===== src/hw/ex_pkg.sv =====
`default_nettype none

package ex_pkg;

    localparam int XLEN = 32;

    typedef logic [XLEN-1:0]         word_t;     // one gpr word
    typedef logic [2*XLEN-1:0]       dword_t;    // hi:lo or full product
    typedef logic [$clog2(XLEN)-1:0] reg_addr_t; // 32 gprs
    typedef logic [$clog2(XLEN)-1:0] shamt_t;

    // op encodings follow the decode stage
    typedef enum logic [7:0] {
        OP_NOP   = 8'b0000_0000,
        OP_AND   = 8'b0010_0100,
        OP_OR    = 8'b0010_0101,
        OP_XOR   = 8'b0010_0110,
        OP_NOR   = 8'b0010_0111,
        OP_SLL   = 8'b0111_1100,
        OP_SRL   = 8'b0000_0010,
        OP_SRA   = 8'b0000_0011,
        OP_MFHI  = 8'b0001_0000,
        OP_MTHI  = 8'b0001_0001,
        OP_MFLO  = 8'b0001_0010,
        OP_MTLO  = 8'b0001_0011,
        OP_SLT   = 8'b0010_1010,
        OP_SLTU  = 8'b0010_1011,
        OP_ADD   = 8'b0010_0000,
        OP_ADDU  = 8'b0010_0001,
        OP_SUB   = 8'b0010_0010,
        OP_SUBU  = 8'b0010_0011,
        OP_MULT  = 8'b0001_1000,
        OP_MULTU = 8'b0001_1001,
        OP_MUL   = 8'b1010_1001,
        OP_CLZ   = 8'b1011_0000,
        OP_CLO   = 8'b1011_0001,
        OP_MADD  = 8'b1010_0110,
        OP_MADDU = 8'b1010_1000,
        OP_MSUB  = 8'b1010_1010,
        OP_MSUBU = 8'b1010_1011
    } aluop_e;

    // result group, picks which unit feeds wdata
    typedef enum logic [2:0] {
        SEL_NOP   = 3'b000,
        SEL_LOGIC = 3'b001,
        SEL_SHIFT = 3'b010,
        SEL_MOVE  = 3'b011,
        SEL_ARITH = 3'b100,
        SEL_MUL   = 3'b101
    } alusel_e;

    typedef struct packed {
        logic      valid;
        aluop_e    aluop;
        alusel_e   alusel;
        word_t     reg1;
        word_t     reg2;
        reg_addr_t wd;    // destination gpr
        logic      wreg;  // gpr write enable
    } ex_req_t;

    typedef struct packed {
        logic      valid;
        reg_addr_t wd;
        logic      wreg;
        word_t     wdata;
    } ex_res_t;

    typedef struct packed {
        logic   we;
        dword_t hilo;
    } hilo_wr_t;

endpackage

`default_nettype wire

===== src/hw/ex_stage.sv =====
`timescale 1ns/1ps
`default_nettype none

module ex_stage (
    input  wire                  clk,
    input  wire                  rst_n_i,
    input  wire ex_pkg::ex_req_t req_i,
    output ex_pkg::ex_res_t      res_o,
    output logic                 busy_o,
    output ex_pkg::word_t        hi_o,
    output ex_pkg::word_t        lo_o
);

    import ex_pkg::*;

    word_t    alu_res;
    logic     alu_ov;
    dword_t   prod;
    dword_t   hilo;     // current hi:lo
    hilo_wr_t hilo_wr;

    ex_alu u_alu (
        .aluop_i  (req_i.aluop),
        .reg1_i   (req_i.reg1),
        .reg2_i   (req_i.reg2),
        .alusel_i (req_i.alusel),
        .hilo_i   (hilo),
        .result_o (alu_res),
        .ov_o     (alu_ov)
    );

    ex_mul u_mul (
        .aluop_i (req_i.aluop),
        .reg1_i  (req_i.reg1),
        .reg2_i  (req_i.reg2),
        .prod_o  (prod)
    );

    // accepts requests and sequences madd/msub
    ex_madd_fsm u_fsm (
        .clk       (clk),
        .rst_n_i   (rst_n_i),
        .req_i     (req_i),
        .alu_res_i (alu_res),
        .ov_i      (alu_ov),
        .prod_i    (prod),
        .hilo_i    (hilo),
        .res_o     (res_o),
        .hilo_wr_o (hilo_wr),
        .busy_o    (busy_o)
    );

    ex_hilo u_hilo (
        .clk     (clk),
        .rst_n_i (rst_n_i),
        .wr_i    (hilo_wr),
        .hilo_o  (hilo)
    );

    assign hi_o = hilo[2*XLEN-1:XLEN];
    assign lo_o = hilo[XLEN-1:0];

endmodule

`default_nettype wire


===== src/hw/ex_madd_fsm.sv =====
`timescale 1ns/1ps
`default_nettype none

module ex_madd_fsm (
    input  wire                  clk,
    input  wire                  rst_n_i,
    input  wire ex_pkg::ex_req_t req_i,
    input  wire ex_pkg::word_t   alu_res_i,
    input  wire                  ov_i,
    input  wire ex_pkg::dword_t  prod_i,
    input  wire ex_pkg::dword_t  hilo_i,
    output ex_pkg::ex_res_t      res_o,
    output ex_pkg::hilo_wr_t     hilo_wr_o,
    output logic                 busy_o
);

    import ex_pkg::*;

    typedef enum logic {
        IDLE,
        ACCUM  // second cycle of madd/msub
    } state_e;

    state_e state_q;
    state_e state_d;
    dword_t acc_q;     // product to add, already negated for msub
    logic   accept;
    logic   is_accum;
    logic   is_msub;

    assign accept   = (state_q == IDLE) && req_i.valid; // ignored while busy
    assign is_accum = req_i.aluop inside {OP_MADD, OP_MADDU, OP_MSUB, OP_MSUBU};
    assign is_msub  = req_i.aluop inside {OP_MSUB, OP_MSUBU};
    assign busy_o   = (state_q == ACCUM);

    always_comb begin
        state_d = state_q;
        case (state_q)
            IDLE: begin
                if (accept && is_accum) begin
                    state_d = ACCUM;
                end
            end
            ACCUM:   state_d = IDLE;
            default: state_d = IDLE;
        endcase
    end

    // hi/lo writes land on the same edge as the result register
    always_comb begin
        hilo_wr_o = '0;
        if (state_q == ACCUM) begin
            hilo_wr_o.we   = 1'b1;
            hilo_wr_o.hilo = hilo_i + acc_q;
        end else if (accept) begin
            case (req_i.aluop)
                OP_MULT, OP_MULTU: begin
                    hilo_wr_o.we   = 1'b1;
                    hilo_wr_o.hilo = prod_i;
                end
                OP_MTHI: begin
                    hilo_wr_o.we   = 1'b1;
                    hilo_wr_o.hilo = {req_i.reg1, hilo_i[XLEN-1:0]};       // lo kept
                end
                OP_MTLO: begin
                    hilo_wr_o.we   = 1'b1;
                    hilo_wr_o.hilo = {hilo_i[2*XLEN-1:XLEN], req_i.reg1};  // hi kept
                end
                default: ;
            endcase
        end
    end

    always_ff @(posedge clk or negedge rst_n_i) begin
        if (!rst_n_i) begin
            state_q <= IDLE;
            res_o   <= '0;
        end else begin
            state_q <= state_d;
            res_o   <= '0; // one-cycle pulse
            if (state_q == ACCUM) begin
                res_o.valid <= 1'b1;  // no gpr write
            end else if (accept && !is_accum) begin
                res_o.valid <= 1'b1;
                res_o.wd    <= req_i.wd;
                res_o.wreg  <= req_i.wreg && !ov_i;
                res_o.wdata <= (req_i.alusel == SEL_MUL) ? prod_i[XLEN-1:0] : alu_res_i;
            end
        end
    end

    always_ff @(posedge clk) begin
        if (accept && is_accum) begin
            acc_q <= is_msub ? (~prod_i + dword_t'(1)) : prod_i;
        end
    end

endmodule

`default_nettype wire


===== src/hw/ex_hilo.sv =====
`timescale 1ns/1ps
`default_nettype none

module ex_hilo (
    input  wire                   clk,
    input  wire                   rst_n_i,
    input  wire ex_pkg::hilo_wr_t wr_i,
    output ex_pkg::dword_t        hilo_o
);

    import ex_pkg::*;

    dword_t hilo_q; // {hi, lo}

    always_ff @(posedge clk or negedge rst_n_i) begin
        if (!rst_n_i) begin
            hilo_q <= '0;
        end else if (wr_i.we) begin
            hilo_q <= wr_i.hilo; // both halves at once
        end
    end

    assign hilo_o = hilo_q;

endmodule

`default_nettype wire


===== src/hw/ex_mul.sv =====
`timescale 1ns/1ps
`default_nettype none

module ex_mul (
    input  wire ex_pkg::aluop_e aluop_i,
    input  wire ex_pkg::word_t  reg1_i,
    input  wire ex_pkg::word_t  reg2_i,
    output ex_pkg::dword_t      prod_o
);

    import ex_pkg::*;

    logic   is_signed;
    logic   neg;
    word_t  mag1;
    word_t  mag2;
    dword_t raw;

    assign is_signed = aluop_i inside {OP_MUL, OP_MULT, OP_MADD, OP_MSUB};

    // magnitudes of negative operands for signed ops
    assign mag1 = (is_signed && reg1_i[XLEN-1]) ? (~reg1_i + word_t'(1)) : reg1_i;
    assign mag2 = (is_signed && reg2_i[XLEN-1]) ? (~reg2_i + word_t'(1)) : reg2_i;

    assign raw = dword_t'(mag1) * dword_t'(mag2);

    // signs differ, so the product is negative
    assign neg = is_signed && (reg1_i[XLEN-1] ^ reg2_i[XLEN-1]);

    assign prod_o = neg ? (~raw + dword_t'(1)) : raw;

endmodule

`default_nettype wire


===== src/hw/ex_alu.sv =====
`timescale 1ns/1ps
`default_nettype none

module ex_alu (
    input  wire ex_pkg::aluop_e  aluop_i,
    input  wire ex_pkg::word_t   reg1_i,
    input  wire ex_pkg::word_t   reg2_i,
    input  wire ex_pkg::alusel_e alusel_i,
    input  wire ex_pkg::dword_t  hilo_i,
    output ex_pkg::word_t        result_o,
    output logic                 ov_o
);

    import ex_pkg::*;

    word_t  logic_res;
    word_t  shift_res;
    word_t  move_res;
    word_t  arith_res;
    word_t  reg2_mux;  // reg2 or its two's complement
    word_t  sum;
    shamt_t shamt;
    logic   is_sub;
    logic   add_ov;
    logic   sub_ov;
    logic   lt_signed;
    logic   lt_unsigned;

    // count leading bits equal to bit_val, scanning from the msb
    function automatic word_t lead_count(input word_t val, input logic bit_val);
        word_t cnt;
        logic  done;
        cnt  = '0;
        done = 1'b0;
        for (int i = XLEN - 1; i >= 0; i--) begin
            if (!done && (val[i] == bit_val)) begin
                cnt = cnt + word_t'(1);
            end else begin
                done = 1'b1;
            end
        end
        return cnt;
    endfunction

    assign shamt  = reg1_i[$bits(shamt_t)-1:0]; // low bits of rs
    assign is_sub = (aluop_i == OP_SUB) || (aluop_i == OP_SUBU);

    assign reg2_mux = is_sub ? (~reg2_i + word_t'(1)) : reg2_i;
    assign sum      = reg1_i + reg2_mux;

    // signed overflow on the true operands
    assign add_ov = (reg1_i[XLEN-1] == reg2_i[XLEN-1]) && (sum[XLEN-1] != reg1_i[XLEN-1]);
    assign sub_ov = (reg1_i[XLEN-1] != reg2_i[XLEN-1]) && (sum[XLEN-1] != reg1_i[XLEN-1]);

    assign ov_o = ((aluop_i == OP_ADD) && add_ov) || ((aluop_i == OP_SUB) && sub_ov);

    assign lt_signed   = $signed(reg1_i) < $signed(reg2_i);
    assign lt_unsigned = reg1_i < reg2_i;

    always_comb begin
        case (aluop_i)
            OP_OR:   logic_res = reg1_i | reg2_i;
            OP_AND:  logic_res = reg1_i & reg2_i;
            OP_NOR:  logic_res = ~(reg1_i | reg2_i);
            OP_XOR:  logic_res = reg1_i ^ reg2_i;
            default: logic_res = '0;
        endcase
    end

    // rt is shifted by rs
    always_comb begin
        case (aluop_i)
            OP_SLL:  shift_res = reg2_i << shamt;
            OP_SRL:  shift_res = reg2_i >> shamt;
            OP_SRA:  shift_res = word_t'($signed(reg2_i) >>> shamt);
            default: shift_res = '0;
        endcase
    end

    always_comb begin
        case (aluop_i)
            OP_MFHI: move_res = hilo_i[2*XLEN-1:XLEN];
            OP_MFLO: move_res = hilo_i[XLEN-1:0];
            default: move_res = '0;
        endcase
    end

    always_comb begin
        case (aluop_i)
            OP_SLT:  arith_res = word_t'(lt_signed);
            OP_SLTU: arith_res = word_t'(lt_unsigned);
            OP_ADD, OP_ADDU, OP_SUB, OP_SUBU: begin
                arith_res = sum;
            end
            OP_CLZ:  arith_res = lead_count(reg1_i, 1'b0);
            OP_CLO:  arith_res = lead_count(reg1_i, 1'b1);
            default: arith_res = '0;
        endcase
    end

    // mul group is filled in from the multiplier downstream
    always_comb begin
        case (alusel_i)
            SEL_LOGIC: result_o = logic_res;
            SEL_SHIFT: result_o = shift_res;
            SEL_MOVE:  result_o = move_res;
            SEL_ARITH: result_o = arith_res;
            default:   result_o = '0;
        endcase
    end

endmodule

`default_nettype wire


===== config.mk =====
export PLATFORM = sky130hd
export DESIGN_NAME = ex_stage
export DESIGN_NICKNAME = d
export VERILOG_FILES = /design/src/hw/ex_pkg.sv /design/src/hw/ex_stage.sv /design/src/hw/ex_madd_fsm.sv /design/src/hw/ex_hilo.sv /design/src/hw/ex_mul.sv /design/src/hw/ex_alu.sv
export SDC_FILE = /design/constraint.sdc
export NUM_CORES = 2
export LEC_CHECK = 0
export ABC_AREA = 1
export ABC_CLOCK_PERIOD_IN_PS = 10400
export BUFFER_PORTS_ARGS = -buffer_cell sky130_fd_sc_hd__buf_4
export CORE_ASPECT_RATIO = 1.5
export CORE_MARGIN = 4
export CORE_UTILIZATION = 45
export DETAILED_ROUTE_END_ITERATION = 7
export GPL_TIMING_DRIVEN = 0
export SYNTH_ARGS = -nofsm -noshare
export SYNTH_HDL_FRONTEND = slang
export SYNTH_HIERARCHICAL = 1
export SYNTH_SLANG_ARGS = --single-unit

===== constraint.sdc =====
create_clock -name clk -period 10.4 [get_ports clk]
set_input_delay 2.08 -clock clk [delete_from_list [all_inputs] [get_ports clk]]
set_output_delay 2.08 -clock clk [all_outputs]
set_load 0.1 [all_outputs]

* Word level (Yosys, flattened, before mapping)
Index checks and enable logic that the tools add are counted.
** Storage, ports and cells
- Register bits after elaboration :: 168
- Latch bits :: 0
- RAM bits :: 0
- Bits in read-only memories :: 0
- Input bits :: 84
- Output and inout bits :: 104
- Word-level logic and storage cells :: 574
- Memories kept :: 0
** Operators by class
- Add/sub/neg operators :: 68
- Multipliers :: 1
- Div/mod/pow operators :: 0
- $lt $le $gt $ge :: 2
- Equality and inequality tests :: 36
- Shift-type cells :: 3
- Multiplexer cells :: 269
- Bitwise operators :: 41
- Reduce and logical (&&, ||, !) cells :: 146
** Operator list (count)
- 32-bit 2-to-1 mux :: 128
- 32-bit by 1-bit adder with 32-bit output (second input constant) :: 64
- 32-bit case mux with 4 select lines :: 2
- 65-bit case mux with 3 select lines :: 1
- 32-bit case mux with 5 select lines :: 1
- 65-bit 2-to-1 mux :: 2
- 64-bit by 1-bit adder with 64-bit output (second input constant) :: 2
- 1-bit 2-to-1 mux :: 128
- 64-bit 2-to-1 mux :: 2
- 64-bit NOT :: 2
- 32-bit NOT :: 3
- 32-bit case mux with 3 select lines :: 1
- 8-bit by 6-bit equality test with 1-bit output (second input constant) :: 10
- 1-bit logical AND :: 73
- 64-bit adder :: 1
- 1-bit logical NOT :: 64
- 32-bit less-than comparator :: 2
- 32-bit by 32-bit multiplier with 64-bit output :: 1
- 32-bit case mux with 2 select lines :: 1
- 8-bit equality test (second input constant) :: 7
- 8-bit by 5-bit equality test with 1-bit output (second input constant) :: 6
- 39-bit 2-to-1 mux :: 1
- 38-bit 2-to-1 mux :: 1
- 32-bit adder :: 1
- 23 further kinds :: 62

* Logic depth before layout (Yosys ltp)
- Word-level depth :: 130
- Depth in mapped cells :: 113
- Depth with buffers taken out :: 113

* By module
Netlist, hierarchy kept.
** Modules (own cells, without submodules)
- ex_mul :: instances 1, cells each 5264, area each 38304.2 um^2, seq. area each 0.0 um^2
- ex_alu :: instances 1, cells each 3267, area each 17023.8 um^2, seq. area each 0.0 um^2
- ex_madd_fsm :: instances 1, cells each 2353, area each 13240.2 um^2, seq. area each 2922.8 um^2
- ex_hilo :: instances 1, cells each 270, area each 2446.1 um^2, seq. area each 1601.5 um^2

* Least setup slack after synthesis
OpenSTA, ideal clock, no wires.
- Path kind :: input -> register
- Start point :: input port req_i[69] (netlist bit)
- End point :: register u_fsm/res_o[8] (netlist name)
- Library setup time :: 0.078 ns
- Arrival time :: 18.009 ns
- Data required time :: 10.322 ns
- Slack :: -7.687 ns
- Stages on the path :: 107
- Buffers on the path :: 0
- Cells stage by stage :: inv_1 -> a21oi_1 -> ha_1 -> nor2_1 -> nor2_1 -> ha_1 -> nand3_1 -> nand2_1 -> ha_1 -> inv_1 -> nand2_1 -> nand2_1 -> inv_1 -> ha_1 -> nand2_1 -> nand2_1 -> ha_1 -> or2_2 -> (+71 left out) -> or2_2 -> and2_1 -> ha_1 -> nand2_1 -> nand2_1 -> ha_1 -> nand4_1 -> nor2_1 -> nand3_1 -> nor2_1 -> nand3_2 -> o21ai_0 -> nand2_1 -> nand3_1 -> nand2_1 -> nand2_1 -> nand2_1 -> a21oi_1
** Between the ends
- Cells in the longest elaborated chain, start to end :: 130
- Elaborated cells between the ends (all ways) :: 449
- Classes of those cells :: add/sub: 63; mul: 1; mux: 257; bitwise: 2; reduce/logical: 126
** Ends and longest elaborated chain
- start: declaration :: RTL line ex_stage.sv:7 : input wire ex_pkg::ex_req_t req_i,
- parallel branches: the longest is 125 deep, another holds 32-bit by 1-bit adder with 32-bit output
- 32-bit case mux with 5 select lines * :: RTL line ex_alu.sv:89 : case (aluop_i)
- 32-bit case mux with 4 select lines * :: RTL line ex_alu.sv:103 : case (alusel_i)
- net alu_res[8] :: RTL line ex_stage.sv:16 : word_t alu_res;
- 32-bit 2-to-1 mux * :: RTL line ex_madd_fsm.sv:87 : res_o.wdata <= (req_i.alusel == SEL_MUL) ? prod_i[XLEN-1:0] : alu_res_i;
- 39-bit 2-to-1 mux * :: RTL line ex_madd_fsm.sv:83 : end else if (accept && !is_accum) begin
- 38-bit 2-to-1 mux * :: RTL line ex_madd_fsm.sv:81 : if (state_q == ACCUM) begin
Mark *: on every way through the listed nets, which the timed path passes. The select of a mux whose other input is x is not followed.
A chain may end at the register's enable or synchronous reset.

* Final worst setup path
- Start point :: input port req_i[68] (netlist bit)
- End point :: register u_fsm/res_o[2] (netlist name)
** Between the ends
- Cells in the longest elaborated chain, start to end :: 128
- Elaborated cells between the ends (all ways) :: 430
- Classes of those cells :: add/sub: 60; mux: 247; bitwise: 1; reduce/logical: 122
** Ends and longest elaborated chain (RTL line)
- parallel branches: the longest is 123 deep, another holds 32-bit by 1-bit adder with 32-bit output
- 32-bit case mux with 5 select lines * :: ex_alu.sv:89
- 32-bit case mux with 4 select lines * :: ex_alu.sv:103
- net alu_res[2] :: ex_stage.sv:16
- 32-bit 2-to-1 mux * :: ex_madd_fsm.sv:87
- 39-bit 2-to-1 mux * :: ex_madd_fsm.sv:83
- 38-bit 2-to-1 mux * :: ex_madd_fsm.sv:81
Marked as above.

==> impl_metrics.csv <==
group,metric,value,unit
outcome,status,"finished with violations",
outcome,violations,"design-rule violations, max-capacitance violations, max-slew violations, negative setup slack",
place,dp.cells,13400,
synthesis,ys_ff_latch,168,
global_routing,grt_pass1_vias,79300,
setup_path,r2r-start,"u_fsm/acc_q[0]",
synthesis,synth_top_area_share,25.3,%
cts,clkLatencyLatePin,460,ps
global_routing,grt_max_degree,105,
synthesis,ys_types,88,
cts,cts_buffer_depth,2,
global_routing,antenna_found_initial,30,
sta,tightest_slew,1590,ps
sta,period_minus_slack,17200,ps
synthesis,yosysMostFrequentCell,"nand2_1",
setup_path,startpoint,"req_i[68]",
place,place.port_buffers,187,
detailed_routing,dr.pass1.iters,8,
synthesis,synth_area_leaders,"fa_1 25%, nand2_1 17%, inv_1 12%, ha_1 9.1%, nor2_1 7.1%",
setup_path,start_kind,"input port",
setup_path,cpPeakStageDelay,430,ps
setup_path,cp-endpoint,"u_fsm/res_o[2]",
detailed_routing,drt_iter0_markers,8303,
cts,cts_tree,"done",
setup_path,crit_fanout,5,
sta,setup_violations,140,
cts,htreeDepth,4,
global_routing,grtUsageTotal,46.7,%
sta,post-route-period-util,165,%
setup_path,endpoint_kind,"register",
cts,clk_pin_slew,90,ps
setup_path,critPathKind,"in2reg",
setup_path,critPathRequiredTime,10730,ps
synthesis,synth_edf_count,64,
final_layout,fillers,16100,
synthesis,yosys_warnings,6,
global_routing,grt_overflow,0,
final_layout,area_growth_syn_to_layout,13.3,%
sta,fin_ws,-6800,ps
place,dpl.hpwl,323,mm
detailed_routing,antenna_left,0,
synthesis,synth_top_area_cell,"fa_1",
synthesis,ys_top_cells_by_count,"3176 x nand2_1, 2267 x inv_1, 1351 x nor2_1, 898 x fa_1, 583 x nand3_1",
sta,relSlewSlack,-5.77,%
floorplanning,start_util,45.3,%
synthesis,ys_seq_area_share,6.37,%
floorplanning,die_height,495,um
global_routing,grt_pass1_wl,549,mm
floorplanning,die_x,332,um
place,routabilityCongestion,1.13,
cts,clock_sinks,168,
floorplanning,dieArea,0.164,sq mm
hold_path,hold_class,"reg2reg",
detailed_routing,vias,79300,
setup_path,crit_top_cell,"ha_4",
detailed_routing,drt-total-wl,396,mm
setup_path,r2r-end,"u_hilo/hilo_o[30]",
sta,fmax,0.0581,GHz
sta,report.final.slew_viol_count,22,
floorplanning,num_rows,178,
sta,finalClockSkew,26.0,ps
sta,hold_viol,0,
setup_path,rr_worst_depth,14,
synthesis,syn_avg_cell_area,6.37,sq um
flow_run,drv_cap,2,
floorplanning,ios,188,
synthesis,syn-cell-area,0.0710,sq mm
setup_path,cp_slowest_cell,"nand4_1",
final_layout,nNetsFinal,13000,
synthesis,synth-main-ff-cell,"dfrtp_1",
floorplanning,core-area,0.157,sq mm
synthesis,ys_async_sr_fraction,61.9,%
cts,cts_hold_buf,0,
detailed_routing,wl_per_cell,29.1,um
detailed_routing,viasPerCell,5.82,
setup_path,arrival,17530,ps
final_layout,drive_above_1_share,12.7,%
cts,numCtsBuffers,17,
synthesis,synth_nets,12700,
cts,cts-root-buf,"clkbuf_16",
sta,rsz0062_at_grt,"yes",
final_layout,stdcell_count,13600,
setup_path,rrSetupSlack,6660,ps
synthesis,postSynthCellCount,11200,
detailed_routing,route.detailed.drc,20,
[per-layer routing]
metal  routed length [um]  part of all wire (%)  track usage, %
met2               179000                    45            77.0
met3                35500                   9.0            11.0
met1               122000                    31            45.3
met5                  123                 0.031               0
met4                58800                    15            53.4
[stage by stage]
stage / hold WS (ps) / setup slack (ps) / TNS, ps / util (%) / cell area (sq um)
2_1_floorplan: 638 / -6010 / -57670 / - / 72600
4_1_cts: 644 / -6410 / -345600 / 50.5 / 79100
3_3_place_gp: 617 / -7570 / -520490 / 48.8 / 76500
6_report: 663 / -6800 / -397200 / 51.3 / 80500
5_1_grt: 671 / -7140 / -436060 / 51.3 / 80500
3_5_place_dp: 626 / -7960 / -481990 / 48.9 / 76700
[sequential cells by signal, indices dropped and copies added, names as in the netlist]
name and count:
u_fsm/acc_q 64, u_fsm/res_o 39, u_fsm/busy_o 1, u_hilo/hilo_o 64
[cell families (layout without fill, tap and decap cells)]
logic type | count (synthesis) | after routing | synth area share, %
AO/OA/AOI/OAI | 967 | 967 | 7.77
XOR/XNOR | 203 | 203 | 2.66
adder cells (fa/ha/maj) | 1413 | 1413 | 34.4
buffers and inverters | 2707 | 3087 | 14.7
flip-flops | 168 | 168 | 6.37
multiplexers | 9 | 9 | 0.127
other | 0 | 12 | 0
AND/OR/NAND/NOR | 5687 | 5687 | 34.0
[placed cells by master (no fill, tap or decap), types with 160 or more instances in the layout]
cell type / instances
nand2_1: 2989
inv_1: 2214
nor2_1: 1259
fa_1: 882
nand3_1: 545
ha_1: 450
a21oi_1: 340
o21ai_0: 338
buf_4: 325
clkbuf_1: 166
nand2_2: 160
[worst min-delay path by stage]
stage                     startpoint          endpoint  depth (start not counted)
finish              u_hilo/hilo_o[0]  u_hilo/hilo_o[0]                          2
global route        u_hilo/hilo_o[2]  u_hilo/hilo_o[2]                          2
CTS                 u_hilo/hilo_o[2]  u_hilo/hilo_o[2]                          2
detailed placement  u_hilo/hilo_o[2]  u_hilo/hilo_o[2]                          2
global placement    u_hilo/hilo_o[2]  u_hilo/hilo_o[2]                          2
floorplan             u_fsm/acc_q[0]  u_hilo/hilo_o[0]                          5
[layout make-up]
cell class	instances	area (sq um)	share of cell area, %
inverters	2383	9060	11.3
clock inverters	15	209	0.260
flip-flops and latches	168	4520	5.62
repair buffers	348	2820	3.51
diodes	12	30.0	0.0373
well taps	2070	2590	3.22
clock buffers	17	425	0.529
multi-input cells	8279	59100	73.5
plain buffers	324	1670	2.08
[repair_timing]
action / CTS / global route
buffers inserted: 118 / 39
endpoints found under the hold margin: 0 / 0
gates resized for setup: 196 / 235
pin swaps: 71 / 146
endpoints found under the setup margin: 143 / 143
[worst max-delay path, delay by kind of cell]
kind / cells / cell delay [ps]
simple gates: 50 / 5520
fa+ha+maj: 28 / 6720
buf+inv: 25 / 1860
compound gates: 11 / 1270
Power is left out: the tool's default activity adds up to more than one toggle a clock period on the data nets, which glitch-free logic cannot reach.
